File: src/lspExpandPkg.sv
package lspExpandPkg;

	////////////////////////////////////////////////////////////
	// Frame geometry and word widths
	////////////////////////////////////////////////////////////

	// One LSP coefficient, signed Q13
	localparam int coefWidth = 16;

	// Expansion gap, unsigned
	localparam int gapWidth = 4;

	// Coefficients per speech frame
	localparam int frameLen = 10;

	// Enough to index a whole frame
	localparam int idxWidth = 4;

	// Clamp limits of the signed coefficient range
	localparam logic signed [coefWidth-1:0] coefMax = {1'b0, {(coefWidth-1){1'b1}}};
	localparam logic signed [coefWidth-1:0] coefMin = {1'b1, {(coefWidth-1){1'b0}}};

	////////////////////////////////////////////////////////////
	// Saturating basic operators of the G.729 reference
	////////////////////////////////////////////////////////////

	// a + b clamped to the 16-bit signed range
	function automatic logic signed [coefWidth-1:0] satAdd(
		input logic signed [coefWidth-1:0] a,
		input logic signed [coefWidth-1:0] b
	);
		logic signed [coefWidth:0] sum;
		sum = a + b;
		// Top two bits disagree on overflow
		if (sum[coefWidth] != sum[coefWidth-1])
		begin
			if (sum[coefWidth])
				return coefMin;
			else
				return coefMax;
		end
		return sum[coefWidth-1:0];
	endfunction

	// a - b clamped to the 16-bit signed range
	function automatic logic signed [coefWidth-1:0] satSub(
		input logic signed [coefWidth-1:0] a,
		input logic signed [coefWidth-1:0] b
	);
		logic signed [coefWidth:0] diff;
		diff = a - b;
		if (diff[coefWidth] != diff[coefWidth-1])
		begin
			if (diff[coefWidth])
				return coefMin;
			else
				return coefMax;
		end
		return diff[coefWidth-1:0];
	endfunction

	// Halving keeps the sign and cannot overflow
	function automatic logic signed [coefWidth-1:0] shrOne(
		input logic signed [coefWidth-1:0] a
	);
		return a >>> 1;
	endfunction

endpackage

File: src/lspExpand.sv
`timescale 1ns/1ps

module lspExpand import lspExpandPkg::*;
(
	input  logic                        clk,
	input  logic                        rstN,
	input  logic                        coefValid,
	input  logic signed [coefWidth-1:0] coefIn,
	input  logic        [gapWidth-1:0]  gap1,
	input  logic        [gapWidth-1:0]  gap2,
	output logic                        outValid,
	output logic signed [coefWidth-1:0] coefOut,
	output logic        [idxWidth-1:0]  coefIdx,
	output logic                        frameDone,
	output logic                        disordered
);

	// Framed input into the wide pass
	logic                        stgValid, stgFirst, stgLast;
	logic signed [coefWidth-1:0] stgData;
	logic        [coefWidth-1:0] gapNow, gapLater;

	// Between the two passes
	logic                        midValid, midFirst, midLast;
	logic signed [coefWidth-1:0] midData;
	logic        [coefWidth-1:0] midGap;

	// Into the output stage
	logic                        endValid, endFirst, endLast;
	logic signed [coefWidth-1:0] endData;

	////////////////////////////////////////////////////////////
	// Stage chain
	////////////////////////////////////////////////////////////

	lspFrameIn frameIn (
		.clk(clk), .rstN(rstN),
		.coefValid(coefValid), .coefIn(coefIn), .gap1(gap1), .gap2(gap2),
		.valid(stgValid), .first(stgFirst), .last(stgLast), .data(stgData),
		.gapNow(gapNow), .gapLater(gapLater)
	);

	// First pass uses gap1 and carries gap2 along to the second
	lspExpandPass passWide (
		.clk(clk), .rstN(rstN),
		.inValid(stgValid), .inFirst(stgFirst), .inLast(stgLast), .inData(stgData),
		.gap(gapNow), .laterGapIn(gapLater),
		.outValid(midValid), .outFirst(midFirst), .outLast(midLast), .outData(midData),
		.laterGapOut(midGap)
	);

	lspExpandPass passNarrow (
		.clk(clk), .rstN(rstN),
		.inValid(midValid), .inFirst(midFirst), .inLast(midLast), .inData(midData),
		.gap(midGap), .laterGapIn(midGap),
		.outValid(endValid), .outFirst(endFirst), .outLast(endLast), .outData(endData),
		.laterGapOut()
	);

	lspFrameOut frameOut (
		.clk(clk), .rstN(rstN),
		.inValid(endValid), .inFirst(endFirst), .inLast(endLast), .inData(endData),
		.coefValid(outValid), .coefOut(coefOut), .coefIdx(coefIdx),
		.frameDone(frameDone), .disordered(disordered)
	);

endmodule

File: src/lspExpandPass.sv
`timescale 1ns/1ps

module lspExpandPass import lspExpandPkg::*;
(
	input  logic                        clk,
	input  logic                        rstN,
	input  logic                        inValid,
	input  logic                        inFirst,
	input  logic                        inLast,
	input  logic signed [coefWidth-1:0] inData,
	input  logic        [coefWidth-1:0] gap,
	input  logic        [coefWidth-1:0] laterGapIn,
	output logic                        outValid,
	output logic                        outFirst,
	output logic                        outLast,
	output logic signed [coefWidth-1:0] outData,
	output logic        [coefWidth-1:0] laterGapOut
);

	// buf[j-1] while still open to adjustment by the next pair
	logic signed [coefWidth-1:0] pending;
	logic signed [coefWidth-1:0] gapHeld;
	logic        [coefWidth-1:0] laterGapHeld;

	// Next output is the first of its frame
	logic firstPending;
	// Last value still has to leave
	logic flushPending;

	logic signed [coefWidth-1:0] diff;
	logic signed [coefWidth-1:0] tmp;
	logic signed [coefWidth-1:0] finalPrev;
	logic signed [coefWidth-1:0] nextPending;

	////////////////////////////////////////////////////////////
	// Pairwise expansion of buf[j-1] and buf[j]
	////////////////////////////////////////////////////////////

	always_comb
	begin
		diff = satSub(pending, inData);
		tmp  = shrOne(satAdd(diff, gapHeld));
		// Pull the pair apart only when they are closer than the gap
		if (tmp > 0)
		begin
			finalPrev   = satSub(pending, tmp);
			nextPending = satAdd(inData, tmp);
		end
		else
		begin
			finalPrev   = pending;
			nextPending = inData;
		end
	end

	////////////////////////////////////////////////////////////
	// Output strobes and tags
	////////////////////////////////////////////////////////////

	always_ff @(posedge clk or negedge rstN)
	begin
		if (!rstN)
		begin
			outValid     <= 1'b0;
			outFirst     <= 1'b0;
			outLast      <= 1'b0;
			firstPending <= 1'b0;
			flushPending <= 1'b0;
		end
		else
		begin
			outValid     <= 1'b0;
			outFirst     <= 1'b0;
			outLast      <= 1'b0;
			flushPending <= 1'b0;
			// Flush only ever meets an idle cycle or a first-tagged input
			if (flushPending)
			begin
				outValid <= 1'b1;
				outLast  <= 1'b1;
			end
			if (inValid && inFirst)
				firstPending <= 1'b1;
			if (inValid && !inFirst)
			begin
				outValid     <= 1'b1;
				outFirst     <= firstPending;
				firstPending <= 1'b0;
				flushPending <= inLast;
			end
		end
	end

	////////////////////////////////////////////////////////////
	// Data path registers
	////////////////////////////////////////////////////////////

	always_ff @(posedge clk)
	begin
		if (flushPending)
			outData <= pending;
		if (inValid)
		begin
			if (inFirst)
			begin
				pending      <= inData;
				gapHeld      <= gap;
				laterGapHeld <= laterGapIn;
			end
			else
			begin
				outData <= finalPrev;
				pending <= nextPending;
				// Next pass samples its gap with our first output
				if (firstPending)
					laterGapOut <= laterGapHeld;
			end
		end
	end

endmodule

File: src/lspFrameIn.sv
`timescale 1ns/1ps

module lspFrameIn import lspExpandPkg::*;
(
	input  logic                        clk,
	input  logic                        rstN,
	input  logic                        coefValid,
	input  logic signed [coefWidth-1:0] coefIn,
	input  logic        [gapWidth-1:0]  gap1,
	input  logic        [gapWidth-1:0]  gap2,
	output logic                        valid,
	output logic                        first,
	output logic                        last,
	output logic signed [coefWidth-1:0] data,
	output logic        [coefWidth-1:0] gapNow,
	output logic        [coefWidth-1:0] gapLater
);

	// Position of the next accepted coefficient within its frame
	logic [idxWidth-1:0] coefCount;
	logic                atFirst;
	logic                atLast;

	assign atFirst = (coefCount == '0);
	assign atLast  = (coefCount == idxWidth'(frameLen - 1));

	////////////////////////////////////////////////////////////
	// Frame position and tags
	////////////////////////////////////////////////////////////

	always_ff @(posedge clk or negedge rstN)
	begin
		if (!rstN)
		begin
			coefCount <= '0;
			valid     <= 1'b0;
			first     <= 1'b0;
			last      <= 1'b0;
		end
		else
		begin
			valid <= coefValid;
			if (coefValid)
			begin
				first <= atFirst;
				last  <= atLast;
				// Wrap after the tenth coefficient
				if (atLast)
					coefCount <= '0;
				else
					coefCount <= coefCount + 1'b1;
			end
		end
	end

	////////////////////////////////////////////////////////////
	// Coefficient and gap capture
	////////////////////////////////////////////////////////////

	always_ff @(posedge clk)
	begin
		if (coefValid)
		begin
			data <= coefIn;
			// Gaps are sampled once per frame and held until the next one
			if (atFirst)
			begin
				gapNow   <= {{(coefWidth-gapWidth){1'b0}}, gap1};
				gapLater <= {{(coefWidth-gapWidth){1'b0}}, gap2};
			end
		end
	end

endmodule

File: src/lspFrameOut.sv
`timescale 1ns/1ps

module lspFrameOut import lspExpandPkg::*;
(
	input  logic                        clk,
	input  logic                        rstN,
	input  logic                        inValid,
	input  logic                        inFirst,
	input  logic                        inLast,
	input  logic signed [coefWidth-1:0] inData,
	output logic                        coefValid,
	output logic signed [coefWidth-1:0] coefOut,
	output logic        [idxWidth-1:0]  coefIdx,
	output logic                        frameDone,
	output logic                        disordered
);

	// Frame has seen a pair that is not strictly increasing
	logic orderBad;
	logic stepBad;

	// coefOut still holds the previous coefficient of this frame
	assign stepBad = !inFirst && (inData <= coefOut);

	////////////////////////////////////////////////////////////
	// Numbering and ordering check
	////////////////////////////////////////////////////////////

	always_ff @(posedge clk or negedge rstN)
	begin
		if (!rstN)
		begin
			coefValid  <= 1'b0;
			coefIdx    <= '0;
			frameDone  <= 1'b0;
			disordered <= 1'b0;
			orderBad   <= 1'b0;
		end
		else
		begin
			coefValid <= inValid;
			frameDone <= 1'b0;
			if (inValid)
			begin
				if (inFirst)
					coefIdx <= '0;
				else
					coefIdx <= coefIdx + 1'b1;
				orderBad <= (orderBad && !inFirst) || stepBad;
				// Verdict is held until the next frame completes
				if (inLast)
				begin
					frameDone  <= 1'b1;
					disordered <= (orderBad && !inFirst) || stepBad;
				end
			end
		end
	end

	always_ff @(posedge clk)
	begin
		if (inValid)
			coefOut <= inData;
	end

endmodule

File: config.mk
export PLATFORM = sky130hd
export DESIGN_NAME = lspExpand
export DESIGN_NICKNAME = d
export VERILOG_FILES = /design/src/lspExpandPkg.sv /design/src/lspExpand.sv /design/src/lspExpandPass.sv /design/src/lspFrameIn.sv /design/src/lspFrameOut.sv
export SDC_FILE = /design/constraint.sdc
export NUM_CORES = 1
export LEC_CHECK = 0
export BUFFER_PORTS_ARGS = -buffer_cell sky130_fd_sc_hd__buf_2
export CAP_MARGIN = 20
export CORE_MARGIN = 5
export CORE_UTILIZATION = 38
export DETAILED_ROUTE_END_ITERATION = 10
export HOLD_SLACK_MARGIN = 0.08
export SYNTH_ARGS = -nofsm -noshare
export SYNTH_HDL_FRONTEND = slang
export SYNTH_SLANG_ARGS = --single-unit
File: constraint.sdc
create_clock -name clk -period 11.9 [get_ports clk]
set_input_delay 1.19 -clock clk [delete_from_list [all_inputs] [get_ports clk]]
set_output_delay 1.19 -clock clk [all_outputs]
set_load 0.02 [all_outputs]
After elaboration in Yosys (flattened, before gate mapping)
Index checks and enable logic that the tools add are counted.
{ "totals": {"ff_bits": 145, "input_bits": 27, "output_inout_bits": 23} }
{ "classes": {"n_addsub": 10, "order_cmp": 3, "n_eq_ne": 9, "muxes": 64, "n_bitwise": 1, "reduce_logical": 18} }
{ "op_table": {"columns": ["operator", "count"], "rows": [
  ["2-to-1 mux 16 bit", 36],
  ["adder 16 x 15 -> 17 bit", 2],
  ["adder 16 x 5 -> 17 bit", 2],
  ["subtractor 16 x 15 -> 17 bit", 2],
  ["subtractor 16 x 16 -> 17 bit", 2],
  ["> comparator 15 x 1 -> 1 bit, second input constant", 2],
  ["2-to-1 mux 1 bit", 26],
  ["<= comparator 16 bit", 1],
  ["adder 4 x 1 -> 4 bit, second input constant", 2],
  ["2-to-1 mux 4 bit", 2],
  ["!= test 1 bit", 8],
  ["AND reduction 2 bit", 4],
  ["logical AND 1 bit", 6],
  ["equality test 4 bit, second input constant", 1],
  ["zero test 4 bit", 1],
  ["nonzero test 2 bit", 2],
  ["zero test 1 bit", 3],
  ["AND reduction 3 bit", 1],
  ["logical OR 1 bit", 1],
  ["NOT 1 bit", 1]
]} }

Logic depth before layout (Yosys ltp)
{ "logic_depth": {"ltp_word": 16, "depth_mapped": 45} }

Hierarchy
Synthesis repeated with hierarchy kept, for this count alone.
{ "hier_totals": {"hier_cells": 1584, "area_unflattened_um2": 15930.3} }
{ "by_module_without_submodules": {"columns": ["module", "n_inst", "cells_per_inst", "area_each_um2", "seq_area_each_um2"], "rows": [
  ["lspExpandPass at passNarrow", 1, 693, 6747.7, 2367.3],
  ["lspExpandPass at passWide", 1, 701, 6658.9, 2367.3],
  ["lspFrameOut", 1, 115, 1313.8, 680.7],
  ["lspFrameIn", 1, 75, 1209.9, 895.9]
]} }

Worst setup path after synthesis
OpenSTA, ideal clock, no wires.
{ "synth_path": {"path_type": "flip-flop to flip-flop", "startpoint": "register passWide.outData[8]", "endpoint": "register passNarrow.pending[8], data pin", "setup_time_ps": 261, "t_arrival_ps": 9080, "required_ps": 11639, "path_slack_ps": 2559, "stages_incl_launch_ff": 44, "period_less_slack_ps": 9341, "path_cell_list": "dfxtp_1 inv_1 ha_1 a21o_1 a221o_1 a21o_1 a221oi_1 o21ai_0 xor2_1 inv_1 ha_1 clkbuf_1 inv_1 clkbuf_1 nand2_1 o21a_1 ha_1 nand2_1 [... 8 more ...] or3_1 clkbuf_1 a21boi_0 ha_1 fa_1 a21o_1 a21oi_1 o21bai_1 a2111o_1 a41o_1 a31o_2 a21oi_1 o2111ai_1 a21boi_1 and2_1 clkbuf_1 a21oi_1 o21ai_0"} }
{ "synth_via": {"elab_chain_len": 15, "elab_cells_between_ends": 22, "classes_between": "add/sub (3); order compare (1); eq/ne (3); mux (15)"} }
{ "synth_rtl": {"columns": ["item", "line_no", "text"], "rows": [
  ["start: declaration", "lspExpandPass.sv:16", "output logic signed [coefWidth-1:0] outData,"],
  ["start signal: assignment", "lspExpandPass.sv:101", "outData <= pending;"],
  ["start signal: assignment", "lspExpandPass.sv:112", "outData <= finalPrev;"],
  ["subtractor 16 x 16 -> 17 bit", "lspExpandPkg.sv:51", "diff = a - b;"],
  ["2-to-1 mux 16 bit or != test 1 bit (tied branches)", "lspExpandPkg.sv:54, lspExpandPkg.sv:52", null],
  ["2-to-1 mux 16 bit or 2-to-1 mux 1 bit (tied branches)", "lspExpandPkg.sv:52", "if (diff[coefWidth] != diff[coefWidth-1])"],
  ["2-to-1 mux 16 bit", "lspExpandPkg.sv:59", "return diff[coefWidth-1:0];"],
  ["adder 16 x 5 -> 17 bit", "lspExpandPkg.sv:33", "sum = a + b;"],
  ["2-to-1 mux 16 bit or != test 1 bit (tied branches)", "lspExpandPkg.sv:37, lspExpandPkg.sv:35", null],
  ["2-to-1 mux 16 bit or 2-to-1 mux 1 bit (tied branches)", "lspExpandPkg.sv:35", "if (sum[coefWidth] != sum[coefWidth-1])"],
  ["2-to-1 mux 16 bit", "lspExpandPkg.sv:42", "return sum[coefWidth-1:0];"],
  ["adder 16 x 15 -> 17 bit", "lspExpandPkg.sv:33", null],
  ["!= test 1 bit", "lspExpandPkg.sv:35", null],
  ["2-to-1 mux 1 bit", "lspExpandPkg.sv:35", null],
  ["2-to-1 mux 1 bit", "lspExpandPass.sv:44", "if (tmp > 0)"],
  ["2-to-1 mux 16 bit", "lspExpandPkg.sv:42", null],
  ["2-to-1 mux 16 bit", "lspExpandPass.sv:44", null],
  ["2-to-1 mux 16 bit *", "lspExpandPass.sv:104", "if (inFirst)"],
  ["end signal: assignment", "lspExpandPass.sv:106", "pending <= inData;"],
  ["end signal: assignment", "lspExpandPass.sv:113", "pending <= nextPending;"],
  ["end: declaration", "lspExpandPass.sv:21", "logic signed [coefWidth-1:0] pending;"]
]} }
Every way passes the cells marked *; elsewhere a longest branch is shown, timed or not. The select of a mux whose other input is x is not followed.
A chain may end at the register's enable or synchronous reset.

Final worst setup path
{ "layout_path": {"startpoint": "register passWide.pending[8]", "endpoint": "register passWide.pending[0], data pin"} }
{ "layout_via": {"elab_chain_len": 15, "elab_cells_between_ends": 22, "classes_between": "add/sub (3); order compare (1); eq/ne (3); mux (15)"} }
{ "layout_rtl": {"columns": ["item", "line_no"], "rows": [
  ["start: declaration", "lspExpandPass.sv:21"],
  ["start signal: assignment", "lspExpandPass.sv:106"],
  ["start signal: assignment", "lspExpandPass.sv:113"],
  ["subtractor 16 x 16 -> 17 bit *", "lspExpandPkg.sv:51"],
  ["2-to-1 mux 16 bit or != test 1 bit (tied branches)", "lspExpandPkg.sv:54, lspExpandPkg.sv:52"],
  ["2-to-1 mux 16 bit or 2-to-1 mux 1 bit (tied branches)", "lspExpandPkg.sv:52"],
  ["2-to-1 mux 16 bit *", "lspExpandPkg.sv:59"],
  ["adder 16 x 5 -> 17 bit *", "lspExpandPkg.sv:33"],
  ["2-to-1 mux 16 bit or != test 1 bit (tied branches)", "lspExpandPkg.sv:37, lspExpandPkg.sv:35"],
  ["2-to-1 mux 16 bit or 2-to-1 mux 1 bit (tied branches)", "lspExpandPkg.sv:35"],
  ["2-to-1 mux 16 bit *", "lspExpandPkg.sv:42"],
  ["adder 16 x 15 -> 17 bit", "lspExpandPkg.sv:33"],
  ["!= test 1 bit", "lspExpandPkg.sv:35"],
  ["2-to-1 mux 1 bit", "lspExpandPkg.sv:35"],
  ["2-to-1 mux 1 bit", "lspExpandPass.sv:44"],
  ["2-to-1 mux 16 bit", "lspExpandPkg.sv:42"],
  ["2-to-1 mux 16 bit *", "lspExpandPass.sv:44"],
  ["2-to-1 mux 16 bit *", "lspExpandPass.sv:104"]
]} }
Marked as above.

==> results_dict.tcl <==
set metrics [dict create \
    drc 0 \
    grt_first_pass_wirelength_um 52600 \
    drt-vias-per-instance 5.56 \
    synth_enable_flop_cells 88 \
    layout_worst_path_cycle_share_pct 92.7 \
    synth_warnings 0 \
    synthesis.area_um2 12300 \
    synth_top_area_cell "sky130_fd_sc_hd__edfxtp_1" \
    drt_first_iter_violations 556 \
    cts.root.buffer_cell "sky130_fd_sc_hd__clkbuf_16" \
    cts_htree_levels 4 \
    wire_per_inst_um 17.6 \
    detail-route-antenna-nets 0 \
    synth_async_sr_flop_share_pct 17.2 \
    placementRows 65 \
    fp.dieW_um 190 \
    sequential_area_share_after_synthesis_pct 31.8 \
    avgSynthCellArea_um2 8.68 \
    post_syn_nets 1576 \
    timing.max_cap.violations 0 \
    rsz0062_at_grt "no" \
    critical_path.most_common_cell "sky130_fd_sc_hd__ha_1" \
    nNetsFinal 1618 \
    drt_first_pass_iters 5 \
    status "completed" \
    initial_core_util_pct 38.8 \
    clk_pin_slew_ps 70 \
    io_buffers 49 \
    critical_path.max_fanout 16 \
    globalplace.congestion 0.914 \
    numCtsBuffers 17 \
    cts_max_path_buffers 2 \
    crit_path_top_delay_cell "sky130_fd_sc_hd__nor2_1" \
    r2r_cells 38 \
    criticalPathCategory "reg2reg" \
    timing.hold.worst_endpoint "passNarrow.outLast" \
    die_h_um 190 \
    setup_viol 0 \
    hold_start "passNarrow.flushPending" \
    grt_pass1_vias 10192 \
    clock_sink_count 145 \
    tritoncts "done" \
    worstHoldPathCells 0 \
    netlist.area_leader.share_pct 21.5 \
    netlist_instances 1416 \
    antenna_cells 0 \
    floorplan.io_pins 50 \
    timing_max_transition_violations_final 0 \
    critPathTopFamily "compound AO/OA/AOI/OAI gates" \
    sum_of_overflow_across_all_layers_after_global_routing 0 \
    report.final.hold_viol_count 0 \
    grt_max_degree 33 \
    critical_path.max_stage_delay_ps 730 \
    tightestPinTransition_ps 1060 \
    clock.fmax_ghz 0.0907 \
    flow.area_growth_from_synthesis_pct 10.4 \
    finalCriticalPeriod_ps 11030 \
    grt_util_all_layers_pct 18.2 \
    start_kind "register" \
    crit_path_end_kind "register" \
    regToRegSetupSlack_ps 870 \
    post_route_cells_drive_above_1_share_pct 9.93 \
    placeableCoreArea_um2 31700 \
    synth.lib_cells_used.distinct 91 \
    slew_headroom_pct 29.0 \
    ctsResizeCount 0 \
    hold_class "reg2reg" \
    finalSetupTns_ps 0 \
    die_outline_area_um2 36000 \
    r2r-start "passWide.pending[8]" \
    worst_ep_required_time_ps 12060 \
    worst_skew_late_latency_ps 440 \
    skew_ps 9.64 \
    synth_top_area_cells "sky130_fd_sc_hd__edfxtp_1 (21%), sky130_fd_sc_hd__ha_1 (13%), sky130_fd_sc_hd__dfxtp_1 (5.2%)" \
    cp.buffers_inverters 4 \
    yosys_most_used_dff "sky130_fd_sc_hd__edfxtp_1" \
    cts_post_setup_buffers_inserted 0 \
    place_hpwl_um 26700 \
    grt_antenna_before_repair 0 \
    total_via_count_in_the_routed_design 10405 \
    holdBufCountCts 0 \
    synth_register_bits 145 \
    routed_wl_um 33000 \
    timing.critical_path.arrival_ps 11180 \
    timing.rr.end "passWide.pending[0]" \
]
==> metrics by stage <==
| stage | util (%) | hold slack [ps] | setup WS [ps] | instances | instance area [um^2] |
|---|---|---|---|---|---|
| floorplan | - | 354 | 2560 | 1416 | 12300 |
| global placement | 40.9 | 358 | 839 | 1840 | 13000 |
| detailed placement | 40.9 | 370 | 1010 | 1841 | 13000 |
| CTS | 42.8 | 386 | 978 | 1873 | 13600 |
| global route | 42.8 | 386 | 11.5 | 1873 | 13600 |
| finish | 42.8 | 380 | 871 | 1873 | 13600 |
==> synth_stat cells (9+ instances only) <==
cell type                  count
sky130_fd_sc_hd__nor3_1       31
sky130_fd_sc_hd__nand2b_1     21
sky130_fd_sc_hd__o21a_1       26
sky130_fd_sc_hd__and2_1       19
sky130_fd_sc_hd__and3_1       10
sky130_fd_sc_hd__nand2_1     105
sky130_fd_sc_hd__inv_1       137
sky130_fd_sc_hd__or3_1         9
sky130_fd_sc_hd__nor2_1      140
sky130_fd_sc_hd__nand4_1      13
sky130_fd_sc_hd__nor2b_1      27
sky130_fd_sc_hd__o21ai_1       9
sky130_fd_sc_hd__o211ai_1     31
sky130_fd_sc_hd__dfxtp_1      32
sky130_fd_sc_hd__a21oi_1      78
sky130_fd_sc_hd__a31oi_1      15
sky130_fd_sc_hd__dfrtp_1      25
sky130_fd_sc_hd__edfxtp_1     88
sky130_fd_sc_hd__ha_1        125
sky130_fd_sc_hd__xnor2_1      48
sky130_fd_sc_hd__o21ai_0      75
sky130_fd_sc_hd__a21o_1       38
sky130_fd_sc_hd__xor2_1       37
sky130_fd_sc_hd__or2_2        10
sky130_fd_sc_hd__nand3_1      35
sky130_fd_sc_hd__a211oi_1      9
sky130_fd_sc_hd__o31ai_1      29
sky130_fd_sc_hd__clkbuf_1     29
==> per-layer routing <==
metal / up-vias / part of all wire, % / track usage [%]
met3: 48 / 4.2 / 2.79
met5: - / 0 / 0
met1: 4871 / 43 / 22.0
li1: 5244 / - / -
met4: 0 / 2.6 / 6.12
met2: 242 / 50 / 32.8
==> final cells by class <==
type / count / area [um^2]
tap: 402 / 503
inverter: 138 / 518
clock inverter: 15 / 163
fill: 3136 / 18200
sequential: 145 / 3910
timing repair buffer: 65 / 365
clock buffer: 17 / 425
multi-input combinational: 1091 / 7680
==> layout by cell type, fill, tap and decap left out, types with 8 or more instances in the layout <==
master                      count
sky130_fd_sc_hd__nand3_1       35
sky130_fd_sc_hd__edfxtp_1      88
sky130_fd_sc_hd__and3_1        10
sky130_fd_sc_hd__fa_1           8
sky130_fd_sc_hd__o31ai_1       29
sky130_fd_sc_hd__nor3_1        31
sky130_fd_sc_hd__o21ai_1        9
sky130_fd_sc_hd__xnor2_1       48
sky130_fd_sc_hd__and2_1        19
sky130_fd_sc_hd__a31oi_1       15
sky130_fd_sc_hd__buf_2         49
sky130_fd_sc_hd__or2_2         10
sky130_fd_sc_hd__or3_1          9
sky130_fd_sc_hd__o21ai_0       75
sky130_fd_sc_hd__nor2_1       140
sky130_fd_sc_hd__nand2b_1      21
sky130_fd_sc_hd__a21oi_1       78
sky130_fd_sc_hd__dfrtp_1       25
sky130_fd_sc_hd__xor2_1        37
sky130_fd_sc_hd__inv_1        137
sky130_fd_sc_hd__buf_4         16
sky130_fd_sc_hd__a211oi_1       9
sky130_fd_sc_hd__a21o_1        38
sky130_fd_sc_hd__nand4_1       13
sky130_fd_sc_hd__nand2_1      105
sky130_fd_sc_hd__nor2b_1       27
sky130_fd_sc_hd__ha_1         125
sky130_fd_sc_hd__o21a_1        26
sky130_fd_sc_hd__clkbuf_16     17
sky130_fd_sc_hd__o211ai_1      31
sky130_fd_sc_hd__dfxtp_1       32
==> flip-flops by register name, indices dropped and copies added, names as in the netlist, 16 cells and up <==
register	cells
passNarrow.pending	16
passNarrow.outData	16
frameIn.data	16
passWide.pending	16
passWide.outData	16
frameOut.coefOut	16
==> logic make-up (layout without fill, tap and decap cells) <==
family,after synthesis,count (layout),share of synthesized area (%)
flip-flops,145,145,31.8
XOR/XNOR,85,85,6.06
AO/OA/AOI/OAI,409,409,23.5
adder cells (fa/ha/maj),133,133,14.0
multiplexers,11,11,0.967
AND/OR/NAND/NOR,453,453,17.9
buffers and inverters,180,235,5.71
==> worst max-delay path by stage <==
stage | start | to | slack [ps] | cells past startpoint
after floorplan | passWide.outData[8] | passNarrow.pending[8] | 2560 | 43
after global placement | passWide.pending[8] | passWide.pending[0] | 840 | 38
after detailed placement | passWide.pending[8] | passWide.pending[0] | 1010 | 38
after CTS | passWide.pending[8] | passWide.pending[0] | 980 | 38
after global routing | passWide.pending[8] | passWide.pending[0] | 10 | 38
final | passWide.pending[8] | passWide.pending[0] | 870 | 38
Power is not shown: default switching activity piles up to over one toggle a cycle in this logic, so the estimate is an artifact.
